[config.mk]
export PLATFORM = sky130hd
export DESIGN_NAME = vga_timing
export DESIGN_NICKNAME = d
export VERILOG_FILES = /design/src/fb_pkg.sv /design/src/vga_pkg.sv /design/src/vga_timing.sv
export SDC_FILE = /design/constraint.sdc
export NUM_CORES = 1
export LEC_CHECK = 0
export ABC_AREA = 1
export BUFFER_PORTS_ARGS = -buffer_cell sky130_fd_sc_hd__buf_2
export CORE_AREA = 2 2 73 75
export DETAILED_ROUTE_END_ITERATION = 6
export DIE_AREA = 0 0 75 77
export SKIP_LAST_GASP = 1
export SLEW_MARGIN = 10
export SYNTH_ARGS = -nofsm -noshare
export SYNTH_HDL_FRONTEND = slang
export SYNTH_SLANG_ARGS = --single-unit
[constraint.sdc]
create_clock -name pxl_clk_i -period 2.8 [get_ports pxl_clk_i]
set_input_delay 0.28 -clock pxl_clk_i [delete_from_list [all_inputs] [get_ports pxl_clk_i]]
set_output_delay 0.28 -clock pxl_clk_i [all_outputs]
set_load 0.05 [all_outputs]
[src/fb_pkg.sv]
package fb_pkg;

  localparam int FB_ADDR_W     = 14;
  localparam int FB_WORD_W     = 16;
  localparam int ROW_WORDS     = 160;   // words per buffer row in quad mode
  localparam int LINES_PER_ROW = 8;     // scanlines sharing one row
  localparam int FB_DEPTH      = 9600;  // 60 rows of 160 words
  localparam int QUEUE_DEPTH   = 4;     // serializer queue, also credit count

  localparam int WORD_CNT_W = $clog2(ROW_WORDS + 1);    // up to 160
  localparam int CREDIT_W   = $clog2(QUEUE_DEPTH + 1);  // 0..4
  localparam int QPTR_W     = $clog2(QUEUE_DEPTH);      // queue index

  typedef enum logic {
    MODE_QUAD = 1'b0,  // four 4-bit indices per word
    MODE_MONO = 1'b1   // eight 1-bit pixels per word
  } display_mode_t;

  // mono cell, bits[7] is the leftmost pixel
  typedef struct packed {
    logic [3:0] fg;    // index for set bits
    logic [3:0] bg;    // index for clear bits
    logic [7:0] bits;
  } mono_cell_t;

  // quad pixel, idx[3] is the leftmost pixel
  typedef struct packed {
    logic [3:0][3:0] idx;
  } quad_pix_t;

  typedef union packed {
    mono_cell_t mono;
    quad_pix_t  quad;
  } fb_word_t;

endpackage

[src/vga_pkg.sv]
package vga_pkg;

  // horizontal timing in pixel clocks
  localparam int H_ACTIVE = 640;
  localparam int H_FP     = 16;
  localparam int H_SYNC   = 96;
  localparam int H_TOTAL  = 800;

  // vertical timing in lines
  localparam int V_ACTIVE = 480;
  localparam int V_FP     = 10;
  localparam int V_SYNC   = 2;
  localparam int V_TOTAL  = 525;

  localparam int HCNT_W = $clog2(H_TOTAL);  // 10 bits
  localparam int VCNT_W = $clog2(V_TOTAL);  // 10 bits

  localparam int FETCH_START_H = 700;  // inside hsync, next line prefetch
  localparam int OUT_LATENCY   = 2;    // counters to pins
  localparam int RGB_W         = 12;   // 4 bits per gun

  // fixed palette {red, green, blue}
  // red = i, green = 15 - i, blue = i ^ 5
  localparam logic [RGB_W-1:0] PALETTE [16] = '{
    12'h0F5, 12'h1E4, 12'h2D7, 12'h3C6,
    12'h4B1, 12'h5A0, 12'h693, 12'h782,
    12'h87D, 12'h96C, 12'hA5F, 12'hB4E,
    12'hC39, 12'hD28, 12'hE1B, 12'hF0A
  };

endpackage

[src/vga_timing.sv]
module vga_timing (
  input  logic                          pxl_clk_i,
  input  logic                          pxl_reset_i,
  input  fb_pkg::display_mode_t         mode_i,        // host side, quasi static
  output logic [vga_pkg::HCNT_W-1:0]    h_count_o,
  output logic [vga_pkg::VCNT_W-1:0]    v_count_o,
  output logic                          active_o,      // one clock behind counters
  output fb_pkg::display_mode_t         frame_mode_o,
  output logic                          hsync_o,       // active low
  output logic                          vsync_o        // active low
);
  import vga_pkg::*;
  import fb_pkg::*;

  logic h_last;
  logic v_last;
  logic active_now;
  logic hs_now;
  logic vs_now;
  logic [OUT_LATENCY-1:0] hs_pipe_r;  // sync delay to match rgb
  logic [OUT_LATENCY-1:0] vs_pipe_r;
  display_mode_t mode_meta_r;  // two flop sync of mode_i
  display_mode_t mode_sync_r;

  always_comb begin
    h_last     = (h_count_o == HCNT_W'(H_TOTAL - 1));
    v_last     = (v_count_o == VCNT_W'(V_TOTAL - 1));
    active_now = (h_count_o < HCNT_W'(H_ACTIVE)) && (v_count_o < VCNT_W'(V_ACTIVE));
    hs_now     = !((h_count_o >= HCNT_W'(H_ACTIVE + H_FP)) &&
                   (h_count_o <  HCNT_W'(H_ACTIVE + H_FP + H_SYNC)));
    vs_now     = !((v_count_o >= VCNT_W'(V_ACTIVE + V_FP)) &&
                   (v_count_o <  VCNT_W'(V_ACTIVE + V_FP + V_SYNC)));
  end

  always_ff @(posedge pxl_clk_i) begin
    mode_meta_r <= mode_i;
    mode_sync_r <= mode_meta_r;
  end

  always_ff @(posedge pxl_clk_i) begin
    if (pxl_reset_i) begin
      h_count_o    <= '0;
      v_count_o    <= VCNT_W'(V_TOTAL - 1);  // start on last blank line so line 0 is fetched
      active_o     <= 1'b0;
      frame_mode_o <= MODE_QUAD;
      hs_pipe_r    <= '1;
      vs_pipe_r    <= '1;
    end else begin
      h_count_o <= h_last ? '0 : h_count_o + 1'b1;
      if (h_last) begin
        v_count_o <= v_last ? '0 : v_count_o + 1'b1;
      end
      active_o  <= active_now;
      hs_pipe_r <= {hs_pipe_r[OUT_LATENCY-2:0], hs_now};
      vs_pipe_r <= {vs_pipe_r[OUT_LATENCY-2:0], vs_now};
      // frame boundary, taken just before the line 0 fetch starts
      if (v_last && h_count_o == HCNT_W'(FETCH_START_H - 1)) begin
        frame_mode_o <= mode_sync_r;
      end
    end
  end

  assign hsync_o = hs_pipe_r[OUT_LATENCY-1];
  assign vsync_o = vs_pipe_r[OUT_LATENCY-1];

  a_h_in_range: assert property (
    @(posedge pxl_clk_i) disable iff (pxl_reset_i) h_count_o < HCNT_W'(H_TOTAL)
  );

endmodule

==> key figures, run 1 <==
Placement
  • Port bufs: 26
  • DP HPWL: 2489 microns
  • GP Congestion: 0.8356
  • Placed Area: 0.001663 sq mm

Finish
  • Share of cells above drive strength 1: 0.2155
  • Area of the multi-input gates: 767.0 sq um
  • FILL cells: 549
  • Final nets: 240
  • Most common cell after layout, fill and taps aside: nand2_1
  • Most frequent cells in the layout: nand2_1, nor2_1, inv_1, dfxtp_1, buf_2
  • Fin area: 0.001718 sq mm
  • Area grow syn2layout: 18.57%
  • FF/Latch Area: 560.5 sq um
  • # diodes: 0

Synth
  • Mean Syn Cell Area: 7.137 sq um
  • Synth Cell Area: 0.001449 sq mm
  • Cell count after synthesis: 203
  • Library cells used by synthesis: 29
  • #FFs+latches synth: 28
  • Post-synthesis net count: 210
  • Seq/Total Area, Yosys: 0.3869
  • Synthesis Warnings: 0

Routing
  • Final WL: 3173 microns
  • DR iter-0 viols: 69
  • DR WL/cell: 10.51 microns
  • Pre-antenna DRT Iters: 4
  • Drt drc: 0
  • Final ANT Viol Nets: 0
  • Vias: 1,326
  • Vias per Instance: 4.391

CTS
  • TritonCTS clock tree: done
  • H-tree depth: 1
  • Worst skew pair latency: 0.27 ns
  • Num CTS Buffers: 3
  • Resize count post-CTS: 0
  • Sink Count: 28
  • Post-CTS Setup Repair Bufs: 0
  • Clk buf depth: 2
  • Clock transition at path regs: 0.09 ns
  • CTS Hold Bufs: 0
  • Clk root buf: clkbuf_8

Hold path
  • Worst hold start: mode_i
  • Hold Crit Class: input pin to register

Power
  • PwrDens: 404.8 mW/mm^2
  • Static Leak: 0.8147 nW
  • VDD IR max: 0.0003150 V

Timing
  • Peak Freq: 663.9 MHz
  • Setup TNS: 0 ns
  • Pins Over Slew Limit: 0
  • Slew headroom: 0.7937
  • RSZ-0062 raised after global routing: no
  • Final Critical Period: 1.506 ns
  • # setup viols final: 0
  • Worst-Margin Slew: 0.3071 ns
  • Final hold viol count: 0
  • Skew final: 0.003981 ns
  • Final period util: 0.5380

Global route
  • Gr usage total: 0.1205
  • Maximum number of pins on one net before global-route repair: 16
  • Global-route wire length before repair: 5589 microns
  • Total gr overflow: 0
  • Initial antenna violation count: 0
  • Vias in the first global route: 1,252

Floorplanning
  • Core Rows: 26
  • Die span in y: 77 microns
  • Die width: 75 microns
  • Initial Util: 0.2911
  • Die area: 0.005775 sq mm
  • Core area: 0.004977 sq mm
  • I/O Pins: 27

Critical path
  • Max FO, Critical Path: 7
  • Crit end category: register
  • Crit path DAT: 1.69 ns
  • WP data required: 2.98 ns
  • Crit. Startpoint: h_count_o[0]
  • Nature of the critical path startpoint: register
  • R2r startpoint: h_count_o[0]
  • Critical path type: register to register

Run
  • # Max-Cap Violations: 0

Outcome
  • Outcome: completed
## cell usage after synthesis
cell      count  share of area
nor3_2        1         0.0069
a21oi_1       7          0.024
nor3_1        5          0.017
xor2_1        1         0.0060
clkinv_2      1         0.0035
nor2_8        2          0.028
o21ai_0       2         0.0069
nand3b_1      1         0.0052
or3_1         1         0.0043
nand3_1      23          0.079
ha_1          4          0.035
clkbuf_1      1         0.0026
inv_1        28          0.073
nand2_2       5          0.022
nor2_4        2          0.016
nand2_1      41           0.11
nand3_4       1          0.012
inv_2         2         0.0052
nor2_1       31          0.080
nor2_2        2         0.0086
nand2_4       1         0.0078
o21a_1        1         0.0052
dfxtp_1      28           0.39
nor3b_1       2          0.010
a211oi_1      2          0.010
nand4_1       4          0.017
or2_2         2         0.0086
xnor2_1       1         0.0060
nand3_2       1         0.0069
## path summary, 6_finish.rpt
check,endpoint,slack (ns),cells past startpoint
setup / recovery,v_count_o[6],1.29,8
hold / removal,mode_meta_r,0.10,1
setup reg to reg,v_count_o[6],1.29,8
hold reg to reg,mode_sync_r,0.33,0
## state kept, by name, summed over array words and instances, names as in the netlist
signal        cells
vs_pipe_r         2
mode_meta_r       1
v_count_o        10
mode_sync_r       1
hs_pipe_r         2
h_count_o        10
active_o          1
frame_mode_o      1
## cells by family (layout without fill, tap and decap cells)
group | count (synthesis) | in the layout | share of synthesized area
xor gates and xnor gates | 2 | 2 | 0.01209
buffers and inverters | 32 | 61 | 0.08376
DFF | 28 | 28 | 0.3869
and+or+nand+nor | 125 | 125 | 0.4361
AOI/OAI and AO/OA | 12 | 12 | 0.04663
adders and majority gates | 4 | 4 | 0.03454
## routing by layer
| metal | part of all wire | global-route usage | up-vias |
|---|---|---|---|
| met5 | 0 | 0 | - |
| met4 | 0.0076 | 0.03393 | 0 |
| met3 | 0.053 | 0.02628 | 2 |
| met2 | 0.46 | 0.1904 | 27 |
| met1 | 0.48 | 0.1625 | 593 |
| li1 | - | - | 704 |
## worst max-delay path, stage by stage (launching register included)
cell and delay, ns:
dfxtp_1 0.44, ha_1 0.27, nand2_4 0.11, nor2_8 0.14, inv_2 0.07, nor2_8 0.15
nand2_2 0.10, nand3_1 0.11, nor2_2 0.04
## through the flow
step	instances	total power, mW	setup slack [ns]	hold WS [ns]	util
finish	302	0.6954	1.294	0.1018	0.3451
global route	302	0.7196	1.144	0.08486	0.3451
CTS	302	0.7049	1.267	0.09071	0.3451
detailed placement	298	0.4524	1.290	0.3121	0.3341
global placement	298	0.4520	1.348	0.3116	0.3341
floorplan	203	0.4437	0.9996	0.3077	-
## cell type report
cell class                      count  share of cell area
Clock buffer                        4             0.03205
Inverter                           31             0.06846
Multi-Input combinational cell    143              0.4465
Sequential cell                    28              0.3263
Tap cell                           70             0.05098
Timing Repair Buffer               26             0.07575
## report_power, final
group	switching, mW	internal, mW	total [mW]
combinational	0.0255	0.00840	0.0339
clock	0.127	0.126	0.253
sequential	0.00552	0.403	0.409
No activity file was read; power rests on OpenSTA's default activity.
==> run 2: changes to the inputs <==
==> constraint.sdc (replaced) <==
create_clock -name pxl_clk_i -period 1.3 [get_ports pxl_clk_i]
set_input_delay 0.13 -clock pxl_clk_i [delete_from_list [all_inputs] [get_ports pxl_clk_i]]
set_output_delay 0.13 -clock pxl_clk_i [all_outputs]
set_load 0.05 [all_outputs]
==> run 2 against run 1 <==
  * The flow now finishes with violations (setup timing)
  * Cell area rose by 13%
  * Flip-flop and latch count is the same
  * Combinational power grew to 2.7 times the previous value
  * Utilization grew 4.5 points
  * Global-route usage increased by 0.68 points
  * Via count increased by 3.9%
  * Die area did not move
  * Count of clock-buffer cells in the layout unchanged
  * Register-to-register slack lost 1.3 ns
==> key figures, run 2 (synthesized netlist as in run 1, its figures left out) <==
Finish
  • Final nets: 257 (was 240)
  • Area of the multi-input gates: 823.3 sq um (was 767.0 sq um)
  • Share of cells above drive strength 1: 0.3896 (was 0.2155)
  • Finished Layout Cells: 319 (was 302)
  • Top flop regs: h_count_o x10, v_count_o x10 (unchanged)
  • Area grow syn2layout: 33.94% (was 18.57%)
  • Fin area: 0.001941 sq mm (was 0.001718 sq mm)
  • Most frequent cells in the layout: nand2_1, nor2_1, inv_1, buf_2, nand3_1 (was nand2_1, nor2_1, inv_1, dfxtp_1, buf_2)
  • FF/Latch Area: 603.1 sq um (was 560.5 sq um)
  • FILL cells: 523 (was 549)
  • Most common cell after layout, fill and taps aside: nand2_1 (unchanged)
  • # diodes: 0 (unchanged)

Placement
  • GP Congestion: 0.8467 (was 0.8356)
  • Port bufs: 26 (unchanged)
  • Placed Area: 0.001795 sq mm (was 0.001663 sq mm)
  • Setup WS pre-CTS: 0.002540 ns (was 1.290 ns)
  • Placed cells: 306 (was 298)
  • DP HPWL: 2615 microns (was 2489 microns)

Routing
  • Pre-antenna DRT Iters: 4 (unchanged)
  • WL met2: 1574 microns (was 1459 microns)
  • Final ANT Viol Nets: 0 (unchanged)
  • Final WL: 3437 microns (was 3173 microns)
  • DR WL/cell: 10.77 microns (was 10.51 microns)
  • Vias: 1,378 (was 1,326)
  • DR iter-0 viols: 85 (was 69)
  • Drt drc: 0 (unchanged)
  • Highest routed layer: met4 (unchanged)
  • Met3 WL: 187 microns (was 169 microns)
  • Vias per Instance: 4.320 (was 4.391)
  • M1 WL: 1641 microns (was 1519 microns)

Outcome
  • Outcome: finished, violations left (was completed)
  • Failing checks: setup timing

Timing
  • Pins Over Slew Limit: 0 (unchanged)
  • Peak Freq: 744.8 MHz (was 663.9 MHz)
  • Skew final: 0.006232 ns (was 0.003981 ns)
  • Final hold viol count: 0 (unchanged)
  • Hold WS: 0.1080 ns (was 0.1018 ns)
  • Slew headroom: 0.7715 (was 0.7937)
  • Setup WS post-layout: -0.04258 ns (was 1.294 ns)
  • Final period util: 1.033 (was 0.5380)
  • # setup viols final: 1 (was 0)
  • Final Critical Period: 1.343 ns (was 1.506 ns)
  • Worst-Margin Slew: 0.3415 ns (was 0.3071 ns)
  • RSZ-0062 raised after global routing: yes (was no)
  • Setup TNS: -0.04258 ns (was 0 ns)

Global route
  • Initial antenna violation count: 0 (unchanged)
  • Gr usage total: 0.1273 (was 0.1205)
  • Total gr overflow: 0 (unchanged)
  • Maximum number of pins on one net before global-route repair: 16 (unchanged)
  • Vias in the first global route: 1,235 (was 1,252)
  • Global-route wire length before repair: 5775 microns (was 5589 microns)

CTS
  • Num CTS Buffers: 3 (unchanged)
  • Clk root buf: clkbuf_8 (unchanged)
  • Clock transition at path regs: 0.09 ns (about the same)
  • H-tree depth: 1 (unchanged)
  • Sink Count: 28 (unchanged)
  • TritonCTS clock tree: done (unchanged)
  • Clk buf depth: 2 (unchanged)
  • Worst skew pair latency: 0.28 ns (was 0.27 ns)

Critical path
  • Crit path DAT: 1.51 ns (was 1.69 ns)
  • Critical path type: register to register (unchanged)
  • Max FO, Critical Path: 6 (was 7)
  • Crit end category: register (unchanged)
  • WP data required: 1.47 ns (was 2.98 ns)
  • Nature of the critical path startpoint: register (unchanged)

Floorplanning
  • Core area: 0.004977 sq mm (unchanged)
  • I/O Pins: 27 (unchanged)
  • Core Rows: 26 (unchanged)
  • Die area: 0.005775 sq mm (unchanged)
  • Die span in y: 77 microns (unchanged)
  • Die width: 75 microns (unchanged)
  • Initial Util: 0.2911 (unchanged)

Hold path
  • Hold Crit Class: input pin to register (unchanged)

Power
  • VDD IR max: 0.0005609 V (was 0.0003150 V)
  • PwrDens: 746.5 mW/mm^2 (was 404.8 mW/mm^2)
  • Static Leak: 0.9166 nW (was 0.8147 nW)

Run
  • # Max-Cap Violations: 0 (unchanged)
run 2: cell count changes in the layout (fill, tap and decap cells not counted), moves of 3 or more:
cell	change
dfxtp_4	+7
dfxtp_2	+13
dfxtp_1	-20
nand3_1	-3
nand3_2	+3
buf_4	+16
run 2: layout make-up:
type | instances | share of cell area
clock buffer | 4 | 0.02321
timing repair buffer | 43 | 0.1341
sequential | 28 | 0.3108
tap | 70 | 0.04513
multi-input combinational | 143 | 0.4242
inverter | 31 | 0.06254
run 2: through the flow:
step                utilization  power (mW)
detailed placement       0.3607      0.9751
floorplan                     -      0.9499
global placement         0.3607      0.9734
global route             0.3899       1.528
finish                   0.3899       1.449
CTS                      0.3743       1.478
run 2: path summary, 6_finish.rpt:
| kind | start | slack [ns] | endpoint | cells after the start |
|---|---|---|---|---|
| worst max-delay path | h_count_o[1] | -0.04 | v_count_o[2] | 7 |
| worst min-delay path | pxl_reset_i | 0.11 | v_count_o[8] | 2 |
| worst max register to register | h_count_o[1] | -0.04 | v_count_o[2] | 7 |
| worst min register to register | mode_meta_r | 0.34 | mode_sync_r | 0 |
run 2: repair_timing:
item / 4_1_cts / 5_1_grt
buffers inserted: 1 / 7
resized for setup: 1 / 10
hold endpoints to repair: 1 / 0
setup endpoints to repair: 6 / 20
pin swaps: 1 / 6
hold buffers: 1 / 0
run 2: layer usage:
layer	vias up	GRT usage
met4	0	0.03214
li1	733	-
met2	38	0.1860
met5	-	0
met1	605	0.1841
met3	2	0.03285
run 2: worst max-delay path, stage by stage (launching register included):
cell and delay (ns):
dfxtp_4 0.37, ha_4 0.15, nand2_4 0.08, nor2_4 0.20, nand3_4 0.15, buf_4 0.17, nand2_1 0.05, nand3_1 0.07
run 2: power by group:
group          internal [mW]  switching (mW)
Sequential             0.858          0.0106
Combinational         0.0304          0.0625
Clock                  0.220           0.267
==> run 3: changes to the inputs <==
--- a/config.mk
+++ b/config.mk
@@ -10,6 +10,7 @@
 export CORE_AREA = 2 2 73 75
 export DETAILED_ROUTE_END_ITERATION = 6
 export DIE_AREA = 0 0 75 77
+export SETUP_SLACK_MARGIN = 0.3
 export SKIP_LAST_GASP = 1
 export SLEW_MARGIN = 10
 export SYNTH_ARGS = -nofsm -noshare
==> run 3 against run 2 <==
  * The run now ends clean
  * Critical path depth unchanged
  * Fmax rose by 3.4%
  * Via count up 0.73%
  * Utilization increased by 6.1 points
  * Wire length rose by 1.3%
  * First-iteration DRC count fell by 32%
  * Global-route usage is 0.27 points higher
  * Cell area rose by 16%
  * Power increased by 0.64%
  * Die area is the same
==> key figures, run 3 (synthesized netlist as in run 1, its figures left out) <==
CTS
  • Clk root buf: clkbuf_8 (unchanged)
  • TritonCTS clock tree: done (unchanged)
  • Worst skew pair latency: 0.27 ns (was 0.28 ns)
  • Num CTS Buffers: 3 (unchanged)
  • Sink Count: 28 (unchanged)
  • H-tree depth: 1 (unchanged)
  • Clock transition at path regs: 0.10 ns (was 0.09 ns)
  • Clk buf depth: 2 (unchanged)

Placement
  • Placed cells: 308 (was 306)
  • DP HPWL: 2502 microns (was 2615 microns)
  • Port bufs: 26 (unchanged)
  • Placed Area: 0.001824 sq mm (was 0.001795 sq mm)
  • Setup WS pre-CTS: 0.01493 ns (was 0.002540 ns)
  • GP Congestion: 0.8086 (was 0.8467)

Power
  • PwrDens: 649.9 mW/mm^2 (was 746.5 mW/mm^2)
  • Reg power frac: 0.583 (was 0.599)
  • Internal: 1.102 mW (was 1.108 mW)
  • Part of the power in combinational logic: 0.082 (was 0.064)
  • Clock power share: 0.335 (was 0.337)
  • Switching Fraction: 0.2444 (was 0.2351)
  • VDD IR max: 0.0003869 V (was 0.0005609 V)
  • Total Power: 1.458 mW (was 1.449 mW)
  • NetSw: 356.3 uW (was 340.6 uW)
  • Static Leak: 0.9877 nW (was 0.9166 nW)

Finish
  • Final Util: 0.4507 (was 0.3899)
  • Area grow syn2layout: 54.84% (was 33.94%)
  • Final nets: 262 (was 257)
  • Finished Layout Cells: 324 (was 319)
  • FF/Latch Area: 625.6 sq um (was 603.1 sq um)
  • Area of the multi-input gates: 873.3 sq um (was 823.3 sq um)
  • # diodes: 0 (unchanged)
  • Share of cells above drive strength 1: 0.4685 (was 0.3896)
  • Most common cell after layout, fill and taps aside: nand2_1 (unchanged)
  • Top flop regs: h_count_o x10, v_count_o x10 (unchanged)
  • Fin area: 0.002243 sq mm (was 0.001941 sq mm)
  • FILL cells: 522 (was 523)
  • Most frequent cells in the layout: nand2_1, nor2_1, inv_1, buf_6, nand3_1 (was nand2_1, nor2_1, inv_1, buf_2, nand3_1)

Floorplanning
  • Die span in y: 77 microns (unchanged)
  • Core Rows: 26 (unchanged)
  • Die area: 0.005775 sq mm (unchanged)
  • Die width: 75 microns (unchanged)
  • Core area: 0.004977 sq mm (unchanged)
  • Initial Util: 0.2911 (unchanged)
  • I/O Pins: 27 (unchanged)

Routing
  • Final ANT Viol Nets: 0 (unchanged)
  • Drt drc: 0 (unchanged)
  • Pre-antenna DRT Iters: 4 (unchanged)
  • DR iter-0 viols: 58 (was 85)
  • Vias per Instance: 4.284 (was 4.320)
  • Vias: 1,388 (was 1,378)
  • DR WL/cell: 10.74 microns (was 10.77 microns)
  • Final WL: 3480 microns (was 3437 microns)

Timing
  • Setup WS post-layout: 0.001959 ns (was -0.04258 ns)
  • Final hold viol count: 0 (unchanged)
  • RSZ-0062 raised after global routing: yes (unchanged)
  • Final Critical Period: 1.298 ns (was 1.343 ns)
  • Pins Over Slew Limit: 0 (unchanged)
  • Final period util: 0.9985 (was 1.033)
  • # setup viols final: 0 (was 1)
  • Slew headroom: 0.7904 (was 0.7715)
  • Hold WS: 0.1106 ns (was 0.1080 ns)
  • Skew final: 0.004995 ns (was 0.006232 ns)
  • Setup TNS: 0 ns (was -0.04258 ns)
  • Peak Freq: 770.4 MHz (was 744.8 MHz)
  • Worst-Margin Slew: 0.3120 ns (was 0.3415 ns)

Critical path
  • Crit end category: register (unchanged)
  • Critical path type: register to register (unchanged)
  • WP data required: 1.47 ns (about the same)
  • Crit path DAT: 1.47 ns (was 1.51 ns)
  • Nature of the critical path startpoint: register (unchanged)
  • Max FO, Critical Path: 3 (was 6)

Run
  • # Max-Cap Violations: 0 (unchanged)

Global route
  • Total gr overflow: 0 (unchanged)
  • Gr usage total: 0.1300 (was 0.1273)
  • Initial antenna violation count: 0 (unchanged)
  • Vias in the first global route: 1,278 (was 1,235)
  • Global-route wire length before repair: 6003 microns (was 5775 microns)
  • Maximum number of pins on one net before global-route repair: 16 (unchanged)

Hold path
  • Hold Crit Class: input pin to register (unchanged)

Outcome
  • Outcome: completed (was finished, violations left)
run 3: changes by cell type in the layout (fill, tap and decap cells not counted), moves of 3 or more:
cell and delta:
nor2_1 -4, buf_6 +22, buf_8 +6, nand2_1 -3, buf_2 -24, clkbuf_4 +3
dfxtp_2 -9, nand2_2 +3, inv_1 -3, dfxtp_4 +9, nor2_2 +4
run 3: worst max-delay path, stage by stage, from the launching register on:
cell     delay, ns
dfxtp_4       0.37
ha_4          0.15
nand2_4       0.08
nor2_8        0.14
nand2_1       0.12
buf_4         0.16
o21ai_0       0.13
nor2_1        0.05
run 3: power by group through the flow:
stage	combinational [mW]	sequential (mW)	clock (mW)
global placement	0.0833	0.876	0
detailed placement	0.0843	0.876	0
CTS	0.106	0.852	0.515
global route	0.128	0.852	0.556
floorplan	0.0313	0.904	0
finish	0.119	0.850	0.489
run 3: final timing paths:
kind	startpoint	end	slack (ns)	cells past startpoint
worst max-delay path	h_count_o[0]	v_count_o[1]	0.002	7
worst max register to register	h_count_o[0]	v_count_o[1]	0.002	7
worst min register to register	mode_meta_r	mode_sync_r	0.34	0
worst min-delay path	pxl_reset_i	v_count_o[7]	0.11	2
run 3: routing by layer:
layer,GRT usage,share of wire
met3,0.02102,0.035
met1,0.1899,0.48
met5,0,0
met2,0.2018,0.49
met4,0.02143,0.0017
run 3: cell type report:
| class | instances | area share |
|---|---|---|
| Tap cell | 70 | 0.03904 |
| Timing Repair Buffer | 48 | 0.2164 |
| Multi-Input combinational cell | 143 | 0.3893 |
| Clock inverter | 1 | 0.001673 |
| Inverter | 31 | 0.05633 |
| Sequential cell | 28 | 0.2789 |
| Clock buffer | 3 | 0.01840 |
run 3: repair_timing:
item,in CTS,in global routing
hold buffers,1,0
pin swaps,7,11
endpoints found under the hold margin,1,0
resized for setup,51,35
endpoints found under the setup margin,42,44
cloned,0,0
setup buffers,6,5
